## config.mk

```make
export PLATFORM = sky130hd
export DESIGN_NAME = core
export DESIGN_NICKNAME = d
export VERILOG_FILES = /design/src/verilog/core_pkg.sv /design/src/verilog/core.sv /design/src/verilog/decode.sv /design/src/verilog/execute.sv /design/src/verilog/fetch.sv /design/src/verilog/mem.sv
export SDC_FILE = /design/constraint.sdc
export NUM_CORES = 2
export LEC_CHECK = 0
export BUFFER_PORTS_ARGS = -buffer_cell sky130_fd_sc_hd__buf_4
export CORE_UTILIZATION = 31
export DETAILED_ROUTE_END_ITERATION = 6
export PLACE_DENSITY_LB_ADDON = 0.1
export SLEW_MARGIN = 40
export SYNTH_ARGS = -nofsm -noshare
export SYNTH_HDL_FRONTEND = slang
export SYNTH_SLANG_ARGS = --single-unit
```

## constraint.sdc

```tcl
create_clock -name i_clk -period 12.2 [get_ports i_clk]
set_clock_uncertainty 0.05 [all_clocks]
set_input_delay 1.22 -clock i_clk [delete_from_list [all_inputs] [get_ports i_clk]]
set_output_delay 1.22 -clock i_clk [all_outputs]
set_load 0.03 [all_outputs]
```

## src/verilog/core_pkg.sv

```systemverilog
package core_pkg;

	typedef logic [31:0] word_t;
	typedef logic [4:0]  reg_addr_t;

	localparam word_t RESET_PC = 32'h0000_0000;

	// primary opcode field in instr[31:26]
	typedef enum logic [5:0] {
		R_TYPE = 6'h00,
		J      = 6'h02,
		BEQ    = 6'h04,
		ADDIU  = 6'h09,
		LW     = 6'h23,
		SW     = 6'h2b
	} opcode_e;

	// funct field of r-type in instr[5:0]
	typedef enum logic [5:0] {
		ADDU = 6'h21,
		SUBU = 6'h23,
		AND  = 6'h24,
		OR   = 6'h25,
		SLT  = 6'h2a
	} funct_e;

	typedef enum logic [2:0] {
		ALU_ADD,
		ALU_SUB,
		ALU_AND,
		ALU_OR,
		ALU_SLT
	} alu_op_e;

	typedef struct packed {
		word_t pc4;
		word_t instr;
	} if_id_t;

	typedef struct packed {
		word_t     pc4;
		word_t     rs_data;
		word_t     rt_data;
		word_t     imm;
		reg_addr_t rs;
		reg_addr_t rt;
		reg_addr_t dest;
		alu_op_e   alu_op;
		logic      alu_src_imm;
		logic      mem_read;
		logic      mem_write;
		logic      reg_write;
		logic      mem_to_reg;
		logic      branch;
		logic      valid;
	} id_ex_t;

	typedef struct packed {
		word_t     alu_res;
		word_t     store_data;
		reg_addr_t dest;
		logic      mem_read;
		logic      mem_write;
		logic      reg_write;
		logic      mem_to_reg;
	} ex_mem_t;

	// writeback result and late forwarding source
	typedef struct packed {
		logic      reg_write;
		reg_addr_t dest;
		word_t     data;
	} wb_t;

endpackage

```

## src/verilog/core.sv

```systemverilog
`timescale 1ns/1ps

module core (
	input  logic            i_clk,
	input  logic            i_reset,
	input  core_pkg::word_t i_read_instruction,
	input  core_pkg::word_t i_read_data,
	output core_pkg::word_t o_instruction_address,
	output core_pkg::word_t o_data_address,
	output core_pkg::word_t o_write_data,
	output logic            o_mem_write,
	output logic            o_mem_read
);

	core_pkg::if_id_t  if_id;
	core_pkg::id_ex_t  id_ex;
	core_pkg::ex_mem_t ex_mem;
	core_pkg::wb_t     wb;
	core_pkg::word_t   jump_target;
	core_pkg::word_t   branch_target;
	logic              stall;
	logic              jump;
	logic              branch_taken;

	fetch u_fetch (
		.i_clk          (i_clk),
		.i_reset        (i_reset),
		.i_stall        (stall),
		.i_jump         (jump),
		.i_jump_target  (jump_target),
		.i_branch_taken (branch_taken),
		.i_branch_target(branch_target),
		.i_instr        (i_read_instruction),
		.o_pc           (o_instruction_address),
		.o_if_id        (if_id)
	);

	decode u_decode (
		.i_clk         (i_clk),
		.i_reset       (i_reset),
		.i_if_id       (if_id),
		.i_id_ex       (id_ex),
		.i_branch_taken(branch_taken),
		.i_wb          (wb),
		.o_stall       (stall),
		.o_jump        (jump),
		.o_jump_target (jump_target),
		.o_id_ex       (id_ex)
	);

	execute u_execute (
		.i_clk          (i_clk),
		.i_reset        (i_reset),
		.i_id_ex        (id_ex),
		.i_wb           (wb),
		.o_ex_mem       (ex_mem),
		.o_branch_taken (branch_taken),
		.o_branch_target(branch_target)
	);

	mem u_mem (
		.i_clk      (i_clk),
		.i_reset    (i_reset),
		.i_ex_mem   (ex_mem),
		.i_read_data(i_read_data),
		.o_wb       (wb)
	);

	// data port straight from ex/mem
	assign o_data_address = ex_mem.alu_res;
	assign o_write_data = ex_mem.store_data;
	assign o_mem_write = ex_mem.mem_write;
	assign o_mem_read = ex_mem.mem_read;

endmodule

```

## src/verilog/decode.sv

```systemverilog
`timescale 1ns/1ps

module decode (
	input  logic              i_clk,
	input  logic              i_reset,
	input  core_pkg::if_id_t  i_if_id,
	input  core_pkg::id_ex_t  i_id_ex,
	input  logic              i_branch_taken,
	input  core_pkg::wb_t     i_wb,
	output logic              o_stall,
	output logic              o_jump,
	output core_pkg::word_t   o_jump_target,
	output core_pkg::id_ex_t  o_id_ex
);

	core_pkg::word_t     regs [32];
	core_pkg::word_t     instr;
	core_pkg::opcode_e   opcode;
	core_pkg::funct_e    funct;
	core_pkg::reg_addr_t rs;
	core_pkg::reg_addr_t rt;
	core_pkg::id_ex_t    id_ex_next;
	logic                use_rs;
	logic                use_rt;

	// read port with write-through from writeback
	function automatic core_pkg::word_t read_reg(input core_pkg::reg_addr_t a);
		if (i_wb.reg_write && i_wb.dest == a && a != 5'd0) begin
			return i_wb.data;
		end
		return regs[a];
	endfunction

	always_ff @(posedge i_clk) begin
		if (i_reset) begin
			for (int i = 0; i < 32; i++) begin
				regs[i] <= '0;
			end
		end else if (i_wb.reg_write && i_wb.dest != 5'd0) begin
			regs[i_wb.dest] <= i_wb.data;
		end
	end

	assign instr = i_if_id.instr;
	assign opcode = core_pkg::opcode_e'(instr[31:26]);
	assign funct = core_pkg::funct_e'(instr[5:0]);
	assign rs = instr[25:21];
	assign rt = instr[20:16];

	always_comb begin
		id_ex_next = '0;
		id_ex_next.pc4 = i_if_id.pc4;
		id_ex_next.rs_data = read_reg(rs);
		id_ex_next.rt_data = read_reg(rt);
		id_ex_next.imm = {{16{instr[15]}}, instr[15:0]};
		id_ex_next.rs = rs;
		id_ex_next.rt = rt;
		id_ex_next.dest = rt;
		use_rs = 1'b1;
		use_rt = 1'b0;
		o_jump = 1'b0;
		case (opcode)
			core_pkg::R_TYPE: begin
				use_rt = 1'b1;
				id_ex_next.dest = instr[15:11];
				id_ex_next.reg_write = 1'b1;
				id_ex_next.valid = 1'b1;
				case (funct)
					core_pkg::ADDU: id_ex_next.alu_op = core_pkg::ALU_ADD;
					core_pkg::SUBU: id_ex_next.alu_op = core_pkg::ALU_SUB;
					core_pkg::AND:  id_ex_next.alu_op = core_pkg::ALU_AND;
					core_pkg::OR:   id_ex_next.alu_op = core_pkg::ALU_OR;
					core_pkg::SLT:  id_ex_next.alu_op = core_pkg::ALU_SLT;
					default: begin
						// unknown funct including the all-zero nop
						id_ex_next.reg_write = 1'b0;
						id_ex_next.valid = 1'b0;
					end
				endcase
			end
			core_pkg::ADDIU, core_pkg::LW: begin
				id_ex_next.alu_src_imm = 1'b1;
				id_ex_next.reg_write = 1'b1;
				id_ex_next.mem_read = (opcode == core_pkg::LW);
				id_ex_next.mem_to_reg = (opcode == core_pkg::LW);
				id_ex_next.valid = 1'b1;
			end
			core_pkg::SW: begin
				use_rt = 1'b1;
				id_ex_next.alu_src_imm = 1'b1;
				id_ex_next.mem_write = 1'b1;
				id_ex_next.valid = 1'b1;
			end
			core_pkg::BEQ: begin
				use_rt = 1'b1;
				id_ex_next.alu_op = core_pkg::ALU_SUB;
				id_ex_next.branch = 1'b1;
				id_ex_next.valid = 1'b1;
			end
			core_pkg::J: begin
				use_rs = 1'b0;
				o_jump = 1'b1;
			end
			default: begin
				use_rs = 1'b0;
			end
		endcase
	end

	assign o_jump_target = {i_if_id.pc4[31:28], instr[25:0], 2'b00};

	// load in execute feeding this instruction
	assign o_stall = i_id_ex.valid && i_id_ex.mem_read && i_id_ex.dest != 5'd0 &&
		((use_rs && i_id_ex.dest == rs) || (use_rt && i_id_ex.dest == rt));

	always_ff @(posedge i_clk) begin
		if (i_reset || o_stall || i_branch_taken) begin
			o_id_ex.valid <= 1'b0;
			o_id_ex.reg_write <= 1'b0;
			o_id_ex.mem_read <= 1'b0;
			o_id_ex.mem_write <= 1'b0;
			o_id_ex.branch <= 1'b0;
		end else begin
			o_id_ex <= id_ex_next;
		end
	end

endmodule

```

## src/verilog/execute.sv

```systemverilog
`timescale 1ns/1ps

module execute (
	input  logic              i_clk,
	input  logic              i_reset,
	input  core_pkg::id_ex_t  i_id_ex,
	input  core_pkg::wb_t     i_wb,
	output core_pkg::ex_mem_t o_ex_mem,
	output logic              o_branch_taken,
	output core_pkg::word_t   o_branch_target
);

	core_pkg::word_t rs_val;
	core_pkg::word_t rt_val;
	core_pkg::word_t op_b;
	core_pkg::word_t alu_res;

	// younger result in ex/mem wins over writeback
	function automatic core_pkg::word_t forward(
		input core_pkg::reg_addr_t r,
		input core_pkg::word_t     reg_data
	);
		if (r == 5'd0) begin
			return reg_data;
		end
		if (o_ex_mem.reg_write && o_ex_mem.dest == r) begin
			return o_ex_mem.alu_res;
		end
		if (i_wb.reg_write && i_wb.dest == r) begin
			return i_wb.data;
		end
		return reg_data;
	endfunction

	assign rs_val = forward(i_id_ex.rs, i_id_ex.rs_data);
	assign rt_val = forward(i_id_ex.rt, i_id_ex.rt_data);
	assign op_b = i_id_ex.alu_src_imm ? i_id_ex.imm : rt_val;

	always_comb begin
		case (i_id_ex.alu_op)
			core_pkg::ALU_ADD: alu_res = rs_val + op_b;
			core_pkg::ALU_SUB: alu_res = rs_val - op_b;
			core_pkg::ALU_AND: alu_res = rs_val & op_b;
			core_pkg::ALU_OR:  alu_res = rs_val | op_b;
			core_pkg::ALU_SLT: alu_res = {31'd0, $signed(rs_val) < $signed(op_b)};
			default:           alu_res = '0;
		endcase
	end

	// beq resolves here
	assign o_branch_taken = i_id_ex.valid && i_id_ex.branch && (rs_val == rt_val);
	assign o_branch_target = i_id_ex.pc4 + {i_id_ex.imm[29:0], 2'b00};

	always_ff @(posedge i_clk) begin
		if (i_reset) begin
			o_ex_mem.reg_write <= 1'b0;
			o_ex_mem.mem_read <= 1'b0;
			o_ex_mem.mem_write <= 1'b0;
			o_ex_mem.mem_to_reg <= 1'b0;
		end else begin
			o_ex_mem.alu_res <= alu_res;
			o_ex_mem.store_data <= rt_val;
			o_ex_mem.dest <= i_id_ex.dest;
			o_ex_mem.reg_write <= i_id_ex.reg_write;
			o_ex_mem.mem_read <= i_id_ex.mem_read;
			o_ex_mem.mem_write <= i_id_ex.mem_write;
			o_ex_mem.mem_to_reg <= i_id_ex.mem_to_reg;
		end
	end

endmodule

```

## src/verilog/fetch.sv

```systemverilog
`timescale 1ns/1ps

module fetch (
	input  logic              i_clk,
	input  logic              i_reset,
	input  logic              i_stall,
	input  logic              i_jump,
	input  core_pkg::word_t   i_jump_target,
	input  logic              i_branch_taken,
	input  core_pkg::word_t   i_branch_target,
	input  core_pkg::word_t   i_instr,
	output core_pkg::word_t   o_pc,
	output core_pkg::if_id_t  o_if_id
);

	core_pkg::word_t pc4;
	core_pkg::word_t pc_next;

	assign pc4 = o_pc + 32'd4;

	// branch beats jump and jump beats stall
	always_comb begin
		if (i_branch_taken) begin
			pc_next = i_branch_target;
		end else if (i_jump) begin
			pc_next = i_jump_target;
		end else if (i_stall) begin
			pc_next = o_pc;
		end else begin
			pc_next = pc4;
		end
	end

	always_ff @(posedge i_clk) begin
		if (i_reset) begin
			o_pc <= core_pkg::RESET_PC;
			o_if_id <= '0;
		end else begin
			o_pc <= pc_next;
			if (i_branch_taken || i_jump) begin
				// squash the wrong-path fetch
				o_if_id.instr <= '0;
			end else if (!i_stall) begin
				o_if_id.pc4 <= pc4;
				o_if_id.instr <= i_instr;
			end
		end
	end

endmodule

```

## src/verilog/mem.sv

```systemverilog
`timescale 1ns/1ps

module mem (
	input  logic              i_clk,
	input  logic              i_reset,
	input  core_pkg::ex_mem_t i_ex_mem,
	input  core_pkg::word_t   i_read_data,
	output core_pkg::wb_t     o_wb
);

	core_pkg::word_t     alu_res_q;
	core_pkg::word_t     load_q;
	core_pkg::reg_addr_t dest_q;
	logic                reg_write_q;
	logic                mem_to_reg_q;

	always_ff @(posedge i_clk) begin
		if (i_reset) begin
			reg_write_q <= 1'b0;
			mem_to_reg_q <= 1'b0;
		end else begin
			reg_write_q <= i_ex_mem.reg_write;
			mem_to_reg_q <= i_ex_mem.mem_to_reg;
		end
		alu_res_q <= i_ex_mem.alu_res;
		load_q <= i_read_data;
		dest_q <= i_ex_mem.dest;
	end

	// writeback select
	assign o_wb.reg_write = reg_write_q;
	assign o_wb.dest = dest_q;
	assign o_wb.data = mem_to_reg_q ? load_q : alu_res_q;

endmodule

```

[After elaboration in Yosys (flattened, before gate mapping)]
Memories as Yosys holds them, arrays and structs flattened. A register that Yosys moved wholly into a read port is not among the register bits.
Cells that the tools add are included.
Storage, ports and cells
  bits in registers: 313
  bits in writable memories: 1024
  bits of input ports: 66
  output and inout port bits: 98
  memories kept: 1
Memories
  u_decode.regs: depth 32, width 32, read ports 2, clocked after Yosys merged registers in 2, write ports 32, line decode.sv:16  | core_pkg::word_t regs [32];
Operators by class
  add/sub/neg operators: 4
  magnitude comparators: 1
  equality and inequality tests: 22
  multiplexer cells: 51
  bitwise operators: 4
  reductions and logical operators: 33
Operators by type and width (count)
  two-way mux 32 bit: 18
  case mux 32 bit (5 select lines): 1
  adder 32 bit: 2
  equality test 6 bit (second input constant): 7
  adder 32 x 3 -> 32 bit (second input constant): 1
  bitwise AND 32 bit: 1
  equality test 32 bit: 1
  less-than comparator 32 bit: 1
  OR 32 bit: 1
  OR reduction 32 bit: 1
  subtractor 32 bit: 1
  equality test 5 bit: 6
  two-way mux 1 bit: 26
  logical AND 1 bit: 12
  case mux 3 bit (4 select lines): 1
  zero test 5 bit: 2
  two-way mux 5 bit: 2
  nonzero test 5 bit: 2
  OR reduction 5 bit: 2
  equality test 3 x 2 -> 1 bit (second input constant): 2
  equality test 6 x 2 -> 1 bit (second input constant): 1
  equality test 6 x 3 -> 1 bit (second input constant): 1
  equality test 6 x 4 -> 1 bit (second input constant): 1
  zero test 6 bit: 1
  13 further kinds: 21

[Logic depth before layout (Yosys ltp)]
  word-level depth: 14
  depth in mapped cells: 22
  depth with buffers taken out: 18

[Hierarchy]
From an unflattened synthesis, not the netlist that was laid out.
Unflattened totals
  cell total of the unflattened synthesis: 5741
  area total of the unflattened synthesis: 75842.7 µm²
Modules (own cells, without submodules)
  decode: instances 1, cells each 3746, area each 58503.6 µm², seq. area each 34813.4 µm²
  execute: instances 1, cells each 1319, area each 10548.9 µm², seq. area each 2152.1 µm²
  fetch: instances 1, cells each 566, area each 4804.6 µm², seq. area each 1921.8 µm²
  mem: instances 1, cells each 110, area each 1985.7 µm², seq. area each 1421.4 µm²

[Least setup slack after synthesis]
OpenSTA, ideal clock, no wires.
  kind: register -> register
  start: reg u_decode.o_id_ex[20] in the netlist's numbering
  end: reg, netlist name u_decode.o_id_ex[100]
  library setup time: 0.626 ns
  data arrival time: 8.574 ns
  required time: 11.524 ns
  slack: 2.951 ns
  cell stages (with the launch flop): 16
  buffers on the path: 5
  cells stage by stage: edfxtp_1 xnor2_1 nand4_1 or2_2 clkbuf_1 a21oi_1 clkbuf_1 clkbuf_1 o22a_1 xnor2_1 nand4_1 or3_1 buf_2 nor3_4 buf_2 nor2_1
Between the ends
  word-level cells in the longest chain between the ends: 12
  elaborated cells between the ends (all ways): 20
  classes of those cells: eq/ne (3); mux (11); reduce/logical (6)
RTL lines
  start: declaration: line decode.sv:13  | output core_pkg::id_ex_t o_id_ex
  start signal: assignment: line decode.sv:124  | o_id_ex <= id_ex_next;
  equality test 5 bit: line execute.sv:29  | if (i_wb.reg_write && i_wb.dest == r) begin
  logical AND 1 bit: line execute.sv:29
  two-way mux 1 bit (2 in a row): line execute.sv:29
  two-way mux 1 bit: line execute.sv:26  | if (o_ex_mem.reg_write && o_ex_mem.dest == r) begin
  two-way mux 32 bit: line execute.sv:32  | return reg_data;
  two-way mux 32 bit: line execute.sv:29
  two-way mux 32 bit *: line execute.sv:26
  equality test 32 bit *: line execute.sv:51  | assign o_branch_taken = i_id_ex.valid && i_id_ex.branch && (rs_val == rt_val);
  logical AND 1 bit *: line execute.sv:51
  logical OR 1 bit *: line decode.sv:117  | if (i_reset || o_stall || i_branch_taken) begin
  zero test 1 bit (no source line) *
Mark *: on every way between the ends. The rest lies on a longest branch, timed or not. The select of a mux whose other input is x is not followed.
A chain may end at the register's enable or synchronous reset.

[Worst setup path after layout]
  start: reg u_mem.mem_to_reg_q
  end: reg u_execute.o_ex_mem[69] in the netlist's numbering (data pin)
Between the ends
  word-level cells in the longest chain between the ends: 8
  elaborated cells between the ends (all ways): 15
  classes of those cells: add/sub (2); mux (11); bitwise (2)
RTL lines
  start: declaration: line mem.sv:15  | logic mem_to_reg_q;
  start signal: assignment: line mem.sv:23  | mem_to_reg_q <= i_ex_mem.mem_to_reg;
  two-way mux 32 bit *: line mem.sv:33  | assign o_wb.data = mem_to_reg_q ? load_q : alu_res_q;
  two-way mux 32 bit: line execute.sv:29
  two-way mux 32 bit: line execute.sv:32
  two-way mux 32 bit: line execute.sv:29
  two-way mux 32 bit: line execute.sv:26
  two-way mux 32 bit: line execute.sv:37  | assign op_b = i_id_ex.alu_src_imm ? i_id_ex.imm : rt_val;
  subtractor 32 bit (tied with other cells): line execute.sv:42  | core_pkg::ALU_SUB: alu_res = rs_val - op_b;
  case mux 32 bit (5 select lines) *: line execute.sv:40  | case (i_id_ex.alu_op)
  named net u_execute.alu_res[28]: line execute.sv:16  | core_pkg::word_t alu_res;
  end: declaration: line execute.sv:8  | output core_pkg::ex_mem_t o_ex_mem,
The timed path passes the listed nets; every way through them passes the cells marked *.

==> report_table.html <==
<table>
<tr><th>Metric</th><th>Value</th></tr>
<tr><th colspan="2">Outcome</th></tr>
<tr><td>Status</td><td>completed</td></tr>
<tr><th colspan="2">Clocking</th></tr>
<tr><td>Maximum clock insertion buffer count</td><td>3</td></tr>
<tr><td>Clock tree from TritonCTS</td><td>built</td></tr>
<tr><td>Number of hold buffers added after CTS</td><td>0</td></tr>
<tr><td>Clock Latency Late Sink</td><td>0.84 ns</td></tr>
<tr><td>Clock edge transition at the registers on the reported setup and hold paths</td><td>0.06 ns</td></tr>
<tr><td>Clock tree sinks</td><td>1401</td></tr>
<tr><td>Post-CTS repair timing setup buffer count</td><td>0</td></tr>
<tr><td>Clk Tree Root Cell</td><td>sky130_fd_sc_hd__clkbuf_16</td></tr>
<tr><td>Number of CTS-inserted buffers</td><td>167</td></tr>
<tr><td>Number of instances resized during post-cts repair</td><td>0</td></tr>
<tr><td>H-tree levels</td><td>4</td></tr>
<tr><th colspan="2">Placed design</th></tr>
<tr><td>Worst setup timing slack at the placement stage</td><td>5.501 ns</td></tr>
<tr><td>Gp weighted congestion</td><td>0.8611</td></tr>
<tr><td>PortBufs</td><td>163</td></tr>
<tr><td>DP HPWL</td><td>183900 um</td></tr>
<tr><th colspan="2">Floorplanning</th></tr>
<tr><td>Number of rows created at floorplan</td><td>180</td></tr>
<tr><td>Die height</td><td>493.8 um</td></tr>
<tr><td>I/O pins</td><td>164</td></tr>
<tr><td>Die Outline Area</td><td>243800 um^2</td></tr>
<tr><td>Floorplan core area</td><td>240500 um^2</td></tr>
<tr><td>Starting utilization of the core area</td><td>0.3117</td></tr>
<tr><td>Die width</td><td>493.8 um</td></tr>
<tr><th colspan="2">Logic synthesis</th></tr>
<tr><td>YS warnings</td><td>0</td></tr>
<tr><td>Fraction of registers with async set or reset after synthesis</td><td>0</td></tr>
<tr><td>Flip-flop cell with the highest count after synthesis</td><td>sky130_fd_sc_hd__edfxtp_1</td></tr>
<tr><td>Count of flip-flops with a built-in enable after synthesis</td><td>1225</td></tr>
<tr><td>Fraction of the yosys area taken by sequential cells</td><td>0.5376</td></tr>
<tr><td>Yosys reg bits</td><td>1401</td></tr>
<tr><td>Number of different library cells in the post-synthesis netlist</td><td>77</td></tr>
<tr><td>Cells after synthesis</td><td>5760</td></tr>
<tr><td>Per-instance average area after synthesis</td><td>13.02 um^2</td></tr>
<tr><td>Cell area after synthesis</td><td>74980 um^2</td></tr>
<tr><th colspan="2">GRT</th></tr>
<tr><td>Total congestion overflow</td><td>0</td></tr>
<tr><td>First-pass GRT wire length</td><td>415600 um</td></tr>
<tr><td>Largest net degree at the start of global routing</td><td>97</td></tr>
<tr><td>Number of antenna violations at the first check in global routing</td><td>10</td></tr>
<tr><td>Via count of the first global-routing pass</td><td>50180</td></tr>
<tr><td>GRT Util Overall</td><td>0.2455</td></tr>
<tr><th colspan="2">Worst setup path</th></tr>
<tr><td>Largest stage delay on the critical path</td><td>0.58 ns</td></tr>
<tr><td>Type of destination of the critical path</td><td>register</td></tr>
<tr><td>Arr. time, crit path</td><td>7.30 ns</td></tr>
<tr><td>Sequence of cells on the critical path</td><td>buf_6 -&gt; mux2i_4 -&gt; buf_4 -&gt; nor2_1 -&gt; a221oi_1 -&gt; o21ai_0 -&gt; fa_1 -&gt; a211oi_1 -&gt; o21ai_0 -&gt; a31o_2 -&gt; a211oi_1 -&gt; o31a_1 -&gt; a21oi_1 -&gt; a221o_1 -&gt; a2111oi_0 -&gt; mux2i_1 -&gt; or2_2</td></tr>
<tr><td>Data required time of the critical path</td><td>12.71 ns</td></tr>
<tr><td>Worst Path Class, Setup</td><td>register to register</td></tr>
<tr><td>Critical-path maximum fanout</td><td>35</td></tr>
<tr><td>Startpoint type of the worst setup path</td><td>register</td></tr>
<tr><td>Critical path's slowest cell</td><td>sky130_fd_sc_hd__a2111oi_0</td></tr>
<tr><th colspan="2">Final layout</th></tr>
<tr><td>Number of fill cells</td><td>23220</td></tr>
<tr><td>Utilization of the core after routing</td><td>0.3547</td></tr>
<tr><td>Post-layout nets</td><td>5895</td></tr>
<tr><td>Area growth, synth to finish</td><td>13.79%</td></tr>
<tr><td>Share of final-layout standard cells stronger than drive strength 1</td><td>0.2446</td></tr>
<tr><th colspan="2">Flow run</th></tr>
<tr><td>Max-Cap Viols</td><td>0</td></tr>
<tr><th colspan="2">Min path</th></tr>
<tr><td>Type of the tightest min-delay check</td><td>register to register</td></tr>
<tr><th colspan="2">Timing</th></tr>
<tr><td>Number of endpoints failing setup at the final stage</td><td>0</td></tr>
<tr><td>Max-slew headroom</td><td>0.3343</td></tr>
<tr><td>Final Critical Period</td><td>6.790 ns</td></tr>
<tr><td>Final WS setup</td><td>5.410 ns</td></tr>
<tr><td>Hold slack final</td><td>0.3560 ns</td></tr>
<tr><td>Post-route clock period utilization</td><td>0.5566</td></tr>
<tr><td>Number of hold violations in the final report</td><td>0</td></tr>
<tr><td>Worst slew pin tran</td><td>0.9707 ns</td></tr>
<tr><td>Setup TNS after final layout</td><td>0 ns</td></tr>
<tr><td>Setup repair after global routing missed its margin</td><td>false</td></tr>
<tr><td>Fin. max-slew vios</td><td>0</td></tr>
<tr><td>Highest achievable clock rate</td><td>147.3 MHz</td></tr>
<tr><th colspan="2">Routing</th></tr>
<tr><td>Total Wirelength</td><td>302600 um</td></tr>
<tr><td>Ratio of routed vias to standard cells</td><td>5.655</td></tr>
<tr><td>Overall via count from detail_route</td><td>50980</td></tr>
<tr><td>1st-iter DRT viols</td><td>6223</td></tr>
<tr><td>First-pass detailed-route iteration total</td><td>5</td></tr>
<tr><td>Count of nets left with antenna violations after detail routing</td><td>0</td></tr>
<tr><td>Avg WL per Cell</td><td>33.56 um</td></tr>
<tr><td>Number of remaining DRC errors</td><td>0</td></tr>
<tr><th colspan="2">Power and ir drop</th></tr>
<tr><td>LEAKAGE</td><td>30.50 nW</td></tr>
<tr><td>PnR Total Power</td><td>12.74 mW</td></tr>
<tr><td>PwrDens</td><td>149.3 nW/um^2</td></tr>
<tr><td>Peak VDD IR</td><td>156.9 uV</td></tr>
</table>
[power by group]
group	leakage, nW	switching, mW	total [mW]	internal [mW]
clock	2.59	2.13	4.92	2.79
sequential	14.1	0.221	5.67	5.45
combinational	13.8	1.38	2.14	0.763
total	30.5	3.73	12.7	9.00
[synth_stat cells (66+ instances only)]
master | count | share of area
sky130_fd_sc_hd__xnor2_1 | 85 | 0.0099
sky130_fd_sc_hd__mux2_2 | 66 | 0.0099
sky130_fd_sc_hd__o21ai_0 | 158 | 0.011
sky130_fd_sc_hd__inv_1 | 136 | 0.0068
sky130_fd_sc_hd__mux2i_1 | 84 | 0.011
sky130_fd_sc_hd__a21oi_1 | 149 | 0.0099
sky130_fd_sc_hd__nand2_1 | 207 | 0.010
sky130_fd_sc_hd__clkbuf_1 | 445 | 0.022
sky130_fd_sc_hd__ha_1 | 140 | 0.023
sky130_fd_sc_hd__mux4_2 | 640 | 0.19
sky130_fd_sc_hd__nor3_1 | 118 | 0.0079
sky130_fd_sc_hd__nor2_1 | 1220 | 0.061
sky130_fd_sc_hd__edfxtp_1 | 1225 | 0.49
sky130_fd_sc_hd__dfxtp_1 | 176 | 0.047
sky130_fd_sc_hd__buf_4 | 69 | 0.0069
[critical path: cells and delay by family (launching register included)]
kind / cells / cell delay, ns
AOI/OAI and AO/OA: 10 / 3.51
adders and majority gates: 1 / 0.54
buffers and inverters: 2 / 0.98
DFF: 1 / 0.57
muxes: 2 / 0.46
and+or+nand+nor: 2 / 0.39
[sequential cells by signal, summed over array words and instances, names as in the netlist]
name	count
u_decode.regs	1024
u_decode.o_id_ex	137
u_execute.o_ex_mem	73
u_fetch.o_if_id	64
u_fetch.o_pc	32
u_mem.alu_res_q	32
u_mem.load_q	32
u_mem.dest_q	5
u_mem.mem_to_reg_q	1
u_mem.reg_write_q	1
[routing by layer]
metal	vias up	share of wire	track usage
met5	-	0	0
met4	0	0.038	0.08621
met3	424	0.070	0.04259
met2	2158	0.46	0.3846
met1	26830	0.43	0.3418
li1	21570	-	-
[worst paths after layout]
path                       start                     end  slack, ns  cells past startpoint
min reg2reg  u_fetch.o_if_id[48]   u_decode.o_id_ex[137]       0.36                      0
min          u_fetch.o_if_id[48]   u_decode.o_id_ex[137]       0.36                      0
max reg2reg   u_mem.mem_to_reg_q  u_execute.o_ex_mem[69]       5.41                     17
max           u_mem.mem_to_reg_q  u_execute.o_ex_mem[69]       5.41                     17
[cell type report]
cell class / instances / area (um^2) / share of cell area
Antenna cell: 6 / 15.01 / 0.0001760
Clock buffer: 224 / 4706 / 0.05515
Clock inverter: 84 / 555.5 / 0.006511
Inverter: 138 / 525.5 / 0.006159
Multi-Input combinational cell: 3654 / 32530 / 0.3813
Sequential cell: 1401 / 40340 / 0.4729
Tap cell: 3185 / 3985 / 0.04671
Timing Repair Buffer: 324 / 2659 / 0.03116
[stage by stage]
step	std cells	cell area, um^2
final	9016	85320
after global routing	9012	85310
after CTS	9008	85260
after detailed placement	8700	80000
after global placement	8693	79740
after floorplan	5791	75090
[layout by cell type (no fill, tap or decap), types with 66 or more instances in the layout]
cell                           n
sky130_fd_sc_hd__a21oi_1     148
sky130_fd_sc_hd__buf_4       300
sky130_fd_sc_hd__clkbuf_16   177
sky130_fd_sc_hd__dfxtp_1     165
sky130_fd_sc_hd__edfxtp_1   1225
sky130_fd_sc_hd__ha_1        140
sky130_fd_sc_hd__inv_1       135
sky130_fd_sc_hd__mux2_2       66
sky130_fd_sc_hd__mux4_2      640
sky130_fd_sc_hd__nand2_1     144
sky130_fd_sc_hd__nor2_1     1215
sky130_fd_sc_hd__nor3_1      117
sky130_fd_sc_hd__o21ai_0     158
sky130_fd_sc_hd__xnor2_1      85
[kinds of logic (layout without fill, tap and decap cells)]
| logic type | Yosys count | count (layout) | synth area share |
|---|---|---|---|
| compound gates | 683 | 683 | 0.06019 |
| simple gates | 1840 | 1840 | 0.1038 |
| xor+xnor | 142 | 142 | 0.01659 |
| other cells | 1 | 38 | 0.00005001 |
| mux | 814 | 814 | 0.2170 |
| flops | 1401 | 1401 | 0.5376 |
| fa+ha+maj | 143 | 143 | 0.02416 |
| buf+inv | 736 | 770 | 0.04062 |
Power figures use the tool's default switching activity.
